**config.mk**
```make
export PLATFORM = sky130hd
export DESIGN_NAME = vmul_result
export DESIGN_NICKNAME = d
export VERILOG_FILES = /design/src/design/vmul_pkg.sv /design/src/design/vmul_result.sv
export VERILOG_INCLUDE_DIRS = /design/src /design/src/include
export SDC_FILE = /design/constraint.sdc
export NUM_CORES = 2
export LEC_CHECK = 0
export ABC_AREA = 1
export BUFFER_PORTS_ARGS = -buffer_cell sky130_fd_sc_hd__buf_2
export CAP_MARGIN = 20
export CORE_AREA = 2 2 453 455
export DETAILED_ROUTE_END_ITERATION = 16
export DIE_AREA = 0 0 455 457
export PLACE_DENSITY_LB_ADDON = 0.05
export SETUP_SLACK_MARGIN = 0.02
export SYNTH_ARGS = -nofsm -noshare
export SYNTH_HDL_FRONTEND = slang
export SYNTH_SLANG_ARGS = --single-unit
```
**constraint.sdc**
```tcl
create_clock -name vclk -period 14.04
set_input_delay 2.106 -clock vclk [all_inputs]
set_output_delay 2.106 -clock vclk [all_outputs]
set_load 0.01 [all_outputs]
```
**src/include/vmul_macros.svh**
```systemverilog
//////////////////////////////////////////////////////////////////////
// widths, lane counts and instruction encodings for the vector
// multiply unit
//////////////////////////////////////////////////////////////////////

`ifndef VMUL_MACROS_SVH
`define VMUL_MACROS_SVH

// datapath sizes
`define VMUL_VLEN      128
`define VMUL_XLEN      32
`define VMUL_ROB_W     4
`define VMUL_FUNCT6_W  6
`define VMUL_FUNCT3_W  3
`define VMUL_BYTES     16             // byte lanes per vector register
`define VMUL_PARTS     64             // 4x4 byte products per 32-bit group

// funct6 codes
`define VMUL_F6_VMUL     6'b100101
`define VMUL_F6_VMULH    6'b100111
`define VMUL_F6_VMULHU   6'b100100
`define VMUL_F6_VMULHSU  6'b100110
`define VMUL_F6_VSMUL    6'b100111    // same code, OPIVV/OPIVX space

// funct3 operand categories
`define VMUL_F3_OPIVV  3'b000
`define VMUL_F3_OPMVV  3'b010
`define VMUL_F3_OPIVX  3'b100
`define VMUL_F3_OPMVX  3'b110

`endif

```
**src/design/vmul_pkg.sv**
```systemverilog
//////////////////////////////////////////////////////////////////////
// enumerated types shared by the vector multiply unit: element
// width, fixed-point rounding mode, operand category
//////////////////////////////////////////////////////////////////////

`default_nettype none

`include "vmul_macros.svh"

package vmul_pkg;

  // selected element width, unused codes fall back to 8 bits
  typedef enum logic [2:0] {
    EEW8  = 3'd0,
    EEW16 = 3'd1,
    EEW32 = 3'd2
  } eew_e;

  // vxrm fixed-point rounding modes
  typedef enum logic [1:0] {
    RNU = 2'd0,                       // round to nearest, ties up
    RNE = 2'd1,                       // round to nearest, ties even
    RDN = 2'd2,                       // truncate
    ROD = 2'd3                        // jam to odd
  } vxrm_e;

  // funct3 categories handled here, everything else is ignored
  typedef enum logic [`VMUL_FUNCT3_W-1:0] {
    CAT_OPIVV = `VMUL_F3_OPIVV,
    CAT_OPMVV = `VMUL_F3_OPMVV,
    CAT_OPIVX = `VMUL_F3_OPIVX,
    CAT_OPMVX = `VMUL_F3_OPMVX
  } opcat_e;

endpackage

`default_nettype wire

```
**src/design/vmul_result.sv**
```systemverilog
//////////////////////////////////////////////////////////////////////
// result stage: element products from byte products, high/low
// select, vsmul rounding and saturation, vxsat
//////////////////////////////////////////////////////////////////////

`default_nettype none

`include "vmul_macros.svh"

module vmul_result
  import vmul_pkg::*;
(
  input  logic [15:0]            part [`VMUL_PARTS],
  input  logic                   prod_signed,
  input  logic                   src1_signed,
  input  logic                   keep_low,
  input  logic                   is_vsmul,
  input  vxrm_e                  vxrm,
  input  eew_e                   eew,
  output logic [`VMUL_VLEN-1:0]  data,
  output logic                   vxsat
);

  logic [`VMUL_VLEN:0] res8;    // {vxsat, data} per element width
  logic [`VMUL_VLEN:0] res16;
  logic [`VMUL_VLEN:0] res32;

  // full product of element e, nb bytes wide
  // a term is sign extended when it holds a signed element msb byte;
  // when prod_signed is set the vs2 side is always signed
  function automatic logic [63:0] elem_full(input int nb, input int e);
    logic [63:0] acc;
    logic        ext;
    int          grp;
    int          lo;
    int          idx;
    acc = '0;
    grp = (e * nb) / 4;
    lo  = (e * nb) % 4;
    for (int xb = 0; xb < nb; xb++) begin
      for (int yb = 0; yb < nb; yb++) begin
        idx = grp * 16 + (lo + yb) * 4 + lo + xb;
        ext = ((xb == nb - 1) && prod_signed) || ((yb == nb - 1) && src1_signed);
        acc = acc + ({{48{ext & part[idx][15]}}, part[idx]} << (8 * (xb + yb)));
      end
    end
    return acc;
  endfunction

  // vsmul of one element, returns {sat, value}
  function automatic logic [32:0] vsmul_elem(input logic [63:0] full, input vxrm_e rm,
                                             input int sew);
    logic [63:0] kept;
    logic        rbit;
    logic        sticky;
    logic        incr;
    logic        sat;
    kept   = full >> (sew - 1);
    rbit   = full[sew - 2];                             // first dropped bit
    sticky = |(full & ((64'd1 << (sew - 2)) - 64'd1));  // rest of the dropped bits
    case (rm)
      RNU:     incr = rbit;
      RNE:     incr = rbit & (sticky | kept[0]);
      RDN:     incr = 1'b0;
      default: incr = ~kept[0] & (rbit | sticky);       // ROD
    endcase
    sat  = (full[2*sew-1 -: 2] == 2'b01);  // only min x min lands here
    kept = sat ? (64'd1 << (sew - 1)) - 64'd1 : kept + 64'(incr);
    return {sat, kept[31:0]};
  endfunction

  // whole register for one element width
  function automatic logic [`VMUL_VLEN:0] lane_result(input int nb);
    logic [`VMUL_VLEN-1:0] acc;
    logic                  sat;
    logic [63:0]           full;
    logic [32:0]           vs;
    logic [31:0]           pick;
    logic [31:0]           mask;
    int                    sew;
    acc  = '0;
    sat  = 1'b0;
    sew  = 8 * nb;
    mask = 32'((64'd1 << sew) - 64'd1);
    for (int e = 0; e < `VMUL_BYTES / nb; e++) begin
      full = elem_full(nb, e);
      vs   = vsmul_elem(full, vxrm, sew);
      if (is_vsmul) begin
        pick = vs[31:0];
      end else if (keep_low) begin
        pick = full[31:0];
      end else begin
        pick = 32'(full >> sew);   // high half
      end
      acc = acc | (`VMUL_VLEN'(pick & mask) << (e * sew));
      sat = sat | (vs[32] & is_vsmul);
    end
    return {sat, acc};
  endfunction

  //////////////////////////////////////////////////////////////////////
  // width select
  //////////////////////////////////////////////////////////////////////
  always_comb begin
    res8  = lane_result(1);
    res16 = lane_result(2);
    res32 = lane_result(4);
    case (eew)
      EEW16:   {vxsat, data} = res16;
      EEW32:   {vxsat, data} = res32;
      default: {vxsat, data} = res8;
    endcase
  end

endmodule

`default_nettype wire

```
==> results.ini <==
[status]
outcome=finished clean

[yosys]
yosysUniqueCellTypes=76
synthCells=11800
ys_warn_count=0
syn_area_per_cell_um2=6.37
synth_nets=14600
syn_area_um2=75100
yosysSeqAreaShare=0

[sta]
min_period_ns=13.42
setup_viol_count_final=0
fmax_mhz=74.5
rsz0062_at_grt=yes
finalCritPeriodShare=0.956
max_slew_margin=0.204
tightest_slew_ns=1.19
hold_violations=0
fin_tns_setup_ns=0
slew_viol_final=0

[die]
rows=166
ios=1162
die_w_um=455
coreArea_um2=203000
fp.dieH_um=457
start_util=0.369
die_area_um2=208000

[setup_path]
cp_max_fo=17
start_kind=primary input
cp.required_ns=11.93
criticalPathCategory=primary input to output port
critPathTopFamily=simple AND/OR/NAND/NOR gates
cp_slowest_cell=fa_1
crit_arrival_ns=11.31
critPathBufInv=8
end_kind=output port
crit_top_cell=nand2_1
slowest_delay_ns=0.54

[grt]
grt_pass1_wl_um=545000
overflow=0
grt_pass1_vias=84000
track_usage=0.350
grt_max_degree=161
grt_antenna_before_repair=47

[final_layout]
nFlopsAndLatches=0
drive_gt1_frac=0.115
most-common-layout-cells=3055 x nand2_1, 2112 x inv_1, 1160 x buf_2
nClkBuffers=0
area_growth_pct=11.9
final_common_cell=nand2_1
multi_input_area_um2=66400
final_nets=15600
design_area_um2=84000
seqCellArea_um2=0
fill_cells=22300
stdcell_count=15500

[power]
p_per_area_nw_per_um2=276
peakVddDrop_mv=0.189
leakagePower_uw=0.0454
p_total_uw=23200

[placed_design]
hpwl_um=333000
dp.cells=15500
io_buffer_count=1162
gp_congestion=1.03
place_area_um2=83900

[detailed_routing]
route.detailed.drc=0
avgViaCountPerCell=5.46
dr.pass1.iters=7
detail-route-antenna-nets=0
drt_iter0_markers=7463
num_vias=84700
drt-total-wl_um=376000
wl_per_cell_um=24.2

[run]
drv_cap=0

[worst_hold_path]
hold_class=primary input to output port

[clock_tree]
cts_hold_buf=0

[tightest hold or removal path, cell delays in order]
cell and delay [ns]:
buf_2 0.15, nand2_1 0.08, a21oi_1 0.06, a21oi_1 0.11
nand2_1 0.09, buf_2 0.15
[final timing paths]
path	startpoint	endpoint	slack (ns)	depth (start not counted)
worst max-delay path	part[1016]	data[30]	0.62	49
worst min-delay path	part[601]	data[49]	4.85	6
[what timing repair did]
action,CTS,global route
resized for setup,0,8
setup endpoints to repair,0,40
buffers inserted,0,2
[per-layer routing]
layer / up-vias / track usage / share of wire
met5: - / 0 / 0.00048
met4: 30 / 0.188 / 0.063
met3: 727 / 0.0349 / 0.061
met2: 3446 / 0.593 / 0.47
met1: 40700 / 0.434 / 0.40
li1: 39800 / - / -
[report_power, final]
part           switching, uW  internal (uW)
Combinational          16400           6790
Clock                      0       0.000150
Sequential                 0              0
[kinds of logic (layout without fill, tap and decap cells)]
kind of cell	after synthesis	in the layout	synth area share
multiplexers	2	2	0.000267
AND/OR/NAND/NOR	5482	5482	0.313
XOR/XNOR	465	465	0.0552
AO/OA/AOI/OAI	1771	1771	0.131
adder cells (fa/ha/maj)	1743	1743	0.384
other	0	29	0
buffers and inverters	2318	3339	0.117
[final cells by class]
type	count	area share
diodes	29	0.000864
inverters	2139	0.0960
multi-input cells	9463	0.790
well taps	2688	0.0400
repair buffers	1200	0.0732
[cells in the mapped netlist, types with 11 or more instances]
| cell type | number | area share |
|---|---|---|
| o21bai_1 | 45 | 0.0045 |
| buf_1 | 14 | 0.00070 |
| o221ai_1 | 19 | 0.0022 |
| a21boi_0 | 23 | 0.0023 |
| o21ai_0 | 578 | 0.039 |
| a211oi_1 | 13 | 0.0013 |
| o22ai_1 | 19 | 0.0016 |
| a221oi_1 | 17 | 0.0020 |
| a31oi_1 | 103 | 0.0086 |
| nor3_1 | 151 | 0.010 |
| nand2_2 | 63 | 0.0053 |
| nor2_4 | 11 | 0.0017 |
| o31ai_1 | 19 | 0.0019 |
| o21ai_1 | 25 | 0.0017 |
| fa_1 | 932 | 0.25 |
| clkbuf_1 | 143 | 0.0072 |
| nand3b_1 | 27 | 0.0027 |
| nor2_2 | 43 | 0.0036 |
| inv_2 | 17 | 0.00085 |
| or2_0 | 15 | 0.0013 |
| or2_2 | 48 | 0.0040 |
| nand4_1 | 221 | 0.018 |
| ha_1 | 811 | 0.14 |
| inv_1 | 2115 | 0.11 |
| nand3_2 | 19 | 0.0025 |
| nor4_1 | 59 | 0.0049 |
| a21o_1 | 22 | 0.0022 |
| nand3_1 | 751 | 0.050 |
| and3_1 | 13 | 0.0011 |
| nor2_1 | 941 | 0.047 |
| a21oi_1 | 762 | 0.051 |
| and2_1 | 11 | 0.00092 |
| xnor2_1 | 107 | 0.012 |
| o211ai_1 | 57 | 0.0057 |
| buf_2 | 16 | 0.0011 |
| xor2_1 | 350 | 0.041 |
| o21a_1 | 20 | 0.0020 |
| nand2_1 | 3058 | 0.15 |
| nor3_2 | 21 | 0.0028 |
[stage by stage]
stage,utilization,hold slack (ns),worst slack (ns)
after floorplan,-,4.45,2.75
after CTS,0.413,4.85,0.517
after detailed placement,0.413,4.85,0.550
after global placement,0.413,4.85,0.605
after global routing,0.413,4.90,-0.00668
final,0.413,4.85,0.620
Power figures use the tool's default switching activity.
