## src/include/vmul_macros.svh

```systemverilog
//////////////////////////////////////////////////////////////////////
// widths, lane counts and instruction encodings for the vector
// multiply unit
//////////////////////////////////////////////////////////////////////

`ifndef VMUL_MACROS_SVH
`define VMUL_MACROS_SVH

// datapath sizes
`define VMUL_VLEN      128
`define VMUL_XLEN      32
`define VMUL_ROB_W     4
`define VMUL_FUNCT6_W  6
`define VMUL_FUNCT3_W  3
`define VMUL_BYTES     16             // byte lanes per vector register
`define VMUL_PARTS     64             // 4x4 byte products per 32-bit group

// funct6 codes
`define VMUL_F6_VMUL     6'b100101
`define VMUL_F6_VMULH    6'b100111
`define VMUL_F6_VMULHU   6'b100100
`define VMUL_F6_VMULHSU  6'b100110
`define VMUL_F6_VSMUL    6'b100111    // same code, OPIVV/OPIVX space

// funct3 operand categories
`define VMUL_F3_OPIVV  3'b000
`define VMUL_F3_OPMVV  3'b010
`define VMUL_F3_OPIVX  3'b100
`define VMUL_F3_OPMVX  3'b110

`endif

```

## src/design/vmul_pkg.sv

```systemverilog
//////////////////////////////////////////////////////////////////////
// enumerated types shared by the vector multiply unit: element
// width, fixed-point rounding mode, operand category
//////////////////////////////////////////////////////////////////////

`default_nettype none

`include "vmul_macros.svh"

package vmul_pkg;

  // selected element width, unused codes fall back to 8 bits
  typedef enum logic [2:0] {
    EEW8  = 3'd0,
    EEW16 = 3'd1,
    EEW32 = 3'd2
  } eew_e;

  // vxrm fixed-point rounding modes
  typedef enum logic [1:0] {
    RNU = 2'd0,                       // round to nearest, ties up
    RNE = 2'd1,                       // round to nearest, ties even
    RDN = 2'd2,                       // truncate
    ROD = 2'd3                        // jam to odd
  } vxrm_e;

  // funct3 categories handled here, everything else is ignored
  typedef enum logic [`VMUL_FUNCT3_W-1:0] {
    CAT_OPIVV = `VMUL_F3_OPIVV,
    CAT_OPMVV = `VMUL_F3_OPMVV,
    CAT_OPIVX = `VMUL_F3_OPIVX,
    CAT_OPMVX = `VMUL_F3_OPMVX
  } opcat_e;

endpackage

`default_nettype wire

```

## src/design/vmul_decode.sv

```systemverilog
//////////////////////////////////////////////////////////////////////
// micro-op decode: operand signedness, high/low select, vsmul flag,
// scalar replication and per-byte sign flags
//////////////////////////////////////////////////////////////////////

`default_nettype none

`include "vmul_macros.svh"

module vmul_decode
  import vmul_pkg::*;
(
  input  logic                      valid,
  input  logic [`VMUL_FUNCT6_W-1:0] funct6,
  input  logic [`VMUL_FUNCT3_W-1:0] funct3,
  input  eew_e                      eew,
  input  logic [`VMUL_VLEN-1:0]     vs2,
  input  logic [`VMUL_VLEN-1:0]     vs1,
  input  logic [`VMUL_XLEN-1:0]     rs1,
  output logic [`VMUL_VLEN-1:0]     src2,
  output logic [`VMUL_VLEN-1:0]     src1,
  output logic [`VMUL_BYTES-1:0]    src2_signed,
  output logic [`VMUL_BYTES-1:0]    src1_signed,
  output logic                      prod_signed,
  output logic                      keep_low,
  output logic                      is_vsmul
);

  opcat_e                 cat;
  logic                   known;      // funct3 belongs to this unit
  logic                   use_rs1;
  logic                   sgn2;
  logic                   sgn1;
  logic                   low;
  logic                   smul;
  logic                   en;
  logic [`VMUL_VLEN-1:0]  scalar_rep; // rs1 copied into every element
  logic [`VMUL_BYTES-1:0] msb_byte;   // top byte of each element

  assign cat = opcat_e'(funct3);

  //////////////////////////////////////////////////////////////////////
  // operation decode
  //////////////////////////////////////////////////////////////////////
  always_comb begin
    known   = 1'b1;
    use_rs1 = 1'b0;
    sgn2    = 1'b1;
    sgn1    = 1'b1;
    low     = 1'b0;
    smul    = 1'b0;
    case (cat)
      CAT_OPMVV, CAT_OPMVX: begin
        use_rs1 = (cat == CAT_OPMVX);
        case (funct6)
          `VMUL_F6_VMULH:   low = 1'b0;       // signed x signed, high half
          `VMUL_F6_VMULHU: begin
            sgn2 = 1'b0;
            sgn1 = 1'b0;
          end
          `VMUL_F6_VMULHSU: sgn1 = 1'b0;      // vs2 signed, vs1/rs1 unsigned
          default:          low  = 1'b1;      // vmul and unknown codes
        endcase
      end
      CAT_OPIVV, CAT_OPIVX: begin
        // any funct6 in this space runs as vsmul
        use_rs1 = (cat == CAT_OPIVX);
        smul    = 1'b1;
      end
      default: known = 1'b0;
    endcase
  end

  // scalar replication and sign byte positions per element width
  always_comb begin
    case (eew)
      EEW16: begin
        scalar_rep = {8{rs1[15:0]}};
        msb_byte   = {8{2'b10}};
      end
      EEW32: begin
        scalar_rep = {4{rs1}};
        msb_byte   = {4{4'b1000}};
      end
      default: begin
        scalar_rep = {16{rs1[7:0]}};
        msb_byte   = '1;
      end
    endcase
  end

  assign en          = valid & known;
  assign src2        = en ? vs2 : '0;
  assign src1        = en ? (use_rs1 ? scalar_rep : vs1) : '0;
  assign src2_signed = (en & sgn2) ? msb_byte : '0;
  assign src1_signed = (en & sgn1) ? msb_byte : '0;
  assign prod_signed = en & (sgn2 | sgn1);
  assign keep_low    = en & low;
  assign is_vsmul    = en & smul;

endmodule

`default_nettype wire

```

## config.mk

```make
export PLATFORM = sky130hd
export DESIGN_NAME = vmul_decode
export DESIGN_NICKNAME = d
export VERILOG_FILES = /design/src/design/vmul_pkg.sv /design/src/design/vmul_decode.sv
export VERILOG_INCLUDE_DIRS = /design/src /design/src/include
export SDC_FILE = /design/constraint.sdc
export NUM_CORES = 1
export LEC_CHECK = 0
export ABC_AREA = 1
export BUFFER_PORTS_ARGS = -buffer_cell sky130_fd_sc_hd__buf_4
export CAP_MARGIN = 20
export CORE_AREA = 2 2 230 232
export DETAILED_ROUTE_END_ITERATION = 8
export DIE_AREA = 0 0 232 234
export PLACE_DENSITY = 0.38
export SETUP_SLACK_MARGIN = 0.5
export SYNTH_ARGS = -nofsm -noshare
export SYNTH_HDL_FRONTEND = slang
export SYNTH_SLANG_ARGS = --single-unit
```

## constraint.sdc

```tcl
create_clock -name vclk -period 3.6
set_input_delay 0.36 -clock vclk [all_inputs]
set_output_delay 0.36 -clock vclk [all_outputs]
set_load 0.05 [all_outputs]
```

==> reports/metrics.yaml, run 1 <==
floorplan:
  rows: 84
  die_h_um: 234
  die_area_mm2: 0.0543
  initial_utilization_pct: 6.39
  coreArea_mm2: 0.0520
  die-width_um: 232
  io_pins: 592
worst_setup_path:
  start_kind: "input port"
  slowest_delay_ns: 0.48
  critPathArrivalTime_ns: 2.20
  crit_chain: "buf_4 -> inv_2 -> nand2_8 -> inv_2 -> o21ai_0 -> nor2_1 -> buf_4"
  endpoint_kind: "output port"
  worst-path-buf-inv: 4
  worstPathMaxFanout: 43
  crit_family: "buffers and inverters"
  slowest_stage: "nor2_1"
  required_ns: 3.24
  critPathKind: "input port to output port"
layout:
  mostFrequentLayoutCells: "buf_4 (600), nor2_1 (264), inv_1 (153)"
  clock_buffers: 0
  drive_above_1_share_pct: 50.1
  syn_to_final_growth_pct: 149
  multi_input_area_mm2: 0.00229
  fin_cells: 1967
  sequential_cell_total: 0
  fillers: 6173
  register_area_um2: 0
  final_nets: 1580
  utilization_pct: 15.9
  final_common_cell: "buf_4"
sta:
  worst_slew_pin_slew_ns: 0.891
  fin_crit_ns: 2.56
  period_share_pct: 71.0
  fin_hold_ws_ns: 1.04
  slew_headroom_pct: 40.6
  fmax_mhz: 391
  final_max_slew_viol_count: 0
  setup_viol: 0
  tns_ns: 0
  grt_setup_unrepaired: "false"
  setup_ws_ns: 1.04
  hold_violations: 0
drt:
  drt_first_pass_iters: 4
  routed_via_density: 3.32
  drc_errors: 0
  wl_per_cell_um: 15.7
  routed_wl_um: 30800
  drt-initial-drc-count: 170
  ant_nets: 0
  num_vias: 6523
power_and_ir_drop:
  pwr-share-seq_pct: 0
  p_int_w: 0.000482
  p_leak_nw: 4.98
  power.share.switching_pct: 65.9
  comb_power_share_pct: 100.0
  vdd.ir_drop.worst_mv: 0.0701
  switchingPower_w: 0.000933
  clock_power_share_pct: 0
  p_per_area_mw_per_mm2: 171
synth:
  yosys_warnings: 0
  syn_area_mm2: 0.00332
  synth-simple-area-share_pct: 53.7
  ys_types: 20
  synth-xor-area-share_pct: 0
  avgSynthCellArea_um2: 4.43
  yosys-mux-area-fraction_pct: 0
  synth_top_family_by_area: "simple AND/OR/NAND/NOR gates"
  synthesis.nets: 1051
  seq_area_frac_synth_pct: 0
  synth_area_leaders: "nor2_1 (30%), inv_1 (17%), nand2_1 (9.9%)"
  synth_top_area_share_pct: 29.8
  synth_compound_area_share_pct: 14.8
  synthAdderAreaFrac_pct: 0
  syn_inst: 750
  yosys.area.top_type: "nor2_1"
grt:
  grt_usage_pct: 10.0
  grt-ovfl-total: 0
  grt_pass1_wl_um: 40500
  antenna_found_initial: 8
  grt_pass1_vias: 6309
  grt_max_degree: 82
place:
  portBuffers: 592
  dp.cells: 1965
  gp_congestion: 0.778
  dp_hpwl_um: 27800
  post-place-ws_ns: 1.02
clocking:
  cts_resized: 0
  cts_hold_buf: 0
  postCtsSetupBuffers: 0
run_status:
  status: "finished, final reports clean"
job:
  max-cap-violations: 0
min_path:
  hp-class: "input port to output port"
==> path summary, 6_finish.rpt <==
check | startpoint | endpoint | slack (ns) | cells past startpoint
worst max-delay path | funct3[0] | src2_signed[4] | 1.04 | 7
worst min-delay path | funct3[1] | is_vsmul | 1.04 | 3
==> worst min-delay path, delay by kind of cell <==
kind	cells	cell delay [ns]
and+or+nand+nor	1	0.04
buffers and inverters	2	0.28
==> power groups by stage <==
stage	clock network (W)	logic (W)	registers, W
2_1_floorplan	0	0.000843	0
3_3_place_gp	0	0.00143	0
3_5_place_dp	0	0.00143	0
4_1_cts	0	0.00143	0
5_1_grt	0	0.00150	0
6_report	0.0000000000771	0.00141	0
==> synthesized netlist by cell type <==
| cell type | n |
|---|---|
| nand3_2 | 10 |
| nand3_1 | 17 |
| and2_1 | 1 |
| nand2_2 | 19 |
| buf_4 | 27 |
| buf_1 | 5 |
| nand3_4 | 2 |
| inv_8 | 2 |
| nand2_1 | 88 |
| buf_6 | 5 |
| inv_1 | 153 |
| inv_2 | 5 |
| o21ai_0 | 34 |
| nor2_1 | 264 |
| clkbuf_1 | 21 |
| nand2_4 | 1 |
| nor2_2 | 1 |
| a21oi_1 | 64 |
| nand4_1 | 16 |
| buf_2 | 15 |
==> metal layers <==
layer | wire length, um | global-route usage (%)
met5 | 0 | 0
met4 | 331 | 0.781
met3 | 2640 | 2.43
met2 | 16100 | 19.8
met1 | 11800 | 11.2
==> cell families after synthesis <==
group / Yosys count
AND/OR/NAND/NOR: 419
buffers and inverters: 233
AO/OA/AOI/OAI: 98
==> layout make-up <==
cell class                      count  share of cell area [%]
Timing Repair Buffer              600                    54.4
Multi-Input combinational cell    517                    27.7
Tap cell                          688                    10.4
Inverter                          160                    7.44
Antenna cell                        2                  0.0605
==> stage by stage <==
stage | total power, W | cell area, um2
floorplan | 0.000843 | 3320
global placement | 0.00143 | 8270
detailed placement | 0.00143 | 8270
CTS | 0.00143 | 8270
global route | 0.00150 | 8270
finish | 0.00141 | 8280
(Power assumes the default switching activity.)
==> run 2, diff against run 1 <==
- CORE_AREA: 2 2 230 232 -> 2 2 232 234
- DIE_AREA: 0 0 232 234 -> 0 0 234 236
- clock period: 3.6 -> 2.5 ns (I/O delays scaled with it)
==> run 2 against run 1 <==
Count of clock-buffer cells in the layout is the same. Largest power group unchanged. Cell area grew 2.0%. Critical path type unchanged. First-iteration DRC count grew 68%. Critical path depth grew 3. Die area grew 1.7%.
==> reports/metrics.yaml, run 2 (synthesized netlist as in run 1, its figures left out) <==
floorplan:
  coreArea_mm2: 0.0531  # was 0.0520 mm2
  die_area_mm2: 0.0552  # was 0.0543 mm2
  initial_utilization_pct: 6.26  # was 6.39%
  die-width_um: 234  # was 232 um
  rows: 85  # was 84
  die_h_um: 236  # was 234 um
  io_pins: 592  # unchanged
min_path:
  holdCritStartpoint: "funct3[1]"  # unchanged
  hp-class: "input port to output port"  # unchanged
power_and_ir_drop:
  vdd.ir_drop.worst_mv: 0.101  # was 0.0701 mV
  clock_power_share_pct: 0  # about the same
  comb_power_share_pct: 100.0  # about the same
  p_per_area_mw_per_mm2: 246  # was 171 mW/mm2
  switchingPower_w: 0.00136  # was 0.000933 W
  p_leak_nw: 5.05  # was 4.98 nW
  pwr-share-seq_pct: 0  # about the same
  total_power_w: 0.00208  # was 0.00141 W
  power.share.switching_pct: 65.5  # was 65.9%
  p_int_w: 0.000716  # was 0.000482 W
layout:
  mostFrequentLayoutCells: "buf_4 (601), nor2_1 (261), inv_1 (153)"  # was buf_4 (600), nor2_1 (264), inv_1 (153)
  sequential_cell_total: 0  # unchanged
  final_nets: 1588  # was 1580
  fin_cells: 1983  # was 1967
  clock_buffers: 0  # unchanged
  register_area_um2: 0  # unchanged
  final_common_cell: "buf_4"  # unchanged
  drive_above_1_share_pct: 50.7  # was 50.1%
  syn_to_final_growth_pct: 154  # was 149%
worst_setup_path:
  cp-startpoint: "eew[2]"  # was funct3[0]
  worst-path-buf-inv: 4  # unchanged
  cpMostUsedCell: "buf_4"
  endpoint_kind: "output port"  # unchanged
  required_ns: 2.25  # was 3.24 ns
  slowest_delay_ns: 0.24  # was 0.48 ns
  crit_chain: "buf_4 -> inv_2 -> nand3_4 -> buf_4 -> nand3_2 -> nand2_1 -> nand2_1 -> nand2_2 -> nor2_1 -> buf_4"  # was buf_4 -> inv_2 -> nand2_8 -> inv_2 -> o21ai_0 -> nor2_1 -> buf_4
  critPathArrivalTime_ns: 1.67  # was 2.20 ns
  worstPathMaxFanout: 10  # was 43
  critPathKind: "input port to output port"  # unchanged
  start_kind: "input port"  # unchanged
  slowest_stage: "nand3_4"  # was nor2_1
  crit_family: "buffers and inverters"  # unchanged
sta:
  period_share_pct: 76.9
  tns_ns: 0  # unchanged
  worst_slew_pin_slew_ns: 0.879  # was 0.891 ns
  fin_crit_ns: 1.92
  final_max_slew_viol_count: 0  # unchanged
  hold_violations: 0  # unchanged
  setup_viol: 0  # unchanged
  grt_setup_unrepaired: "true"  # was false
  slew_headroom_pct: 41.4  # was 40.6%
  fmax_mhz: 520
  setup_ws_ns: 0.577  # was 1.04 ns
place:
  post-place-ws_ns: 0.371  # was 1.02 ns
  dp_hpwl_um: 28700  # was 27800 um
  gp_congestion: 0.834  # was 0.778
  portBuffers: 592  # unchanged
  dp.cells: 1973  # was 1965
drt:
  drt_first_pass_iters: 5  # was 4
  drc_errors: 0  # unchanged
  drt-initial-drc-count: 285  # was 170
  num_vias: 6621  # was 6523
  routed_wl_um: 32100  # was 30800 um
  ant_nets: 0  # unchanged
  wl_per_cell_um: 16.2  # was 15.7 um
  routed_via_density: 3.34  # was 3.32
run_status:
  status: "finished, final reports clean"  # unchanged
grt:
  grt_pass1_wl_um: 42400  # was 40500 um
  grt_pass1_vias: 6345  # was 6309
  antenna_found_initial: 5  # was 8
  grt_usage_pct: 10.4  # was 10.0%
  grt_max_degree: 162  # was 82
  grt-ovfl-total: 0  # unchanged
clocking:
  cts_hold_buf: 0  # unchanged
job:
  max-cap-violations: 0  # unchanged
run 2: worst min-delay path, delay by kind of cell:
kind / cells / cell delay (ns)
buffers and inverters: 2 / 0.29
AND/OR/NAND/NOR: 1 / 0.05
run 2: worst paths after layout:
| kind | end | slack (ns) | cells past startpoint |
|---|---|---|---|
| setup / recovery | src1[110] | 0.58 | 10 |
| hold / removal | is_vsmul | 0.84 | 3 |
run 2: final cells by class:
class	count	area, um2
fillers	6227	44600
inverters	160	618
well taps	696	871
multi-input cells	518	2320
diodes	2	5.00
repair buffers	607	4620
run 2: layer usage:
layer	GRT usage [%]	part of all wire, %	vias to the layer above
met5	0	0	-
met4	0.767	0.57	0
met3	2.53	9.2	12
met2	20.9	54	393
met1	11.1	36	2958
li1	-	-	3258
run 2: what timing repair did:
item                       4_1_cts  5_1_grt
resized for setup                3        2
gates cloned                     0        1
setup endpoints to repair       75       41
setup buffers                    1        6
pin swaps                        0        3
run 2: power groups by stage:
stage          Combinational, W  Sequential [W]        Clock (W)
6_report                0.00208               0  0.0000000000701
3_5_place_dp            0.00208               0                0
2_1_floorplan           0.00121               0                0
3_3_place_gp            0.00208               0                0
4_1_cts                 0.00209               0                0
5_1_grt                 0.00221               0  0.0000000000545
run 2: metrics by stage:
step	cell area, um2	hold WS (ns)	util, %
3_5_place_dp	8340	0.844	15.7
2_1_floorplan	3330	0.676	-
3_3_place_gp	8340	0.850	15.7
4_1_cts	8360	0.844	15.8
5_1_grt	8440	0.867	15.9
6_report	8440	0.843	15.9
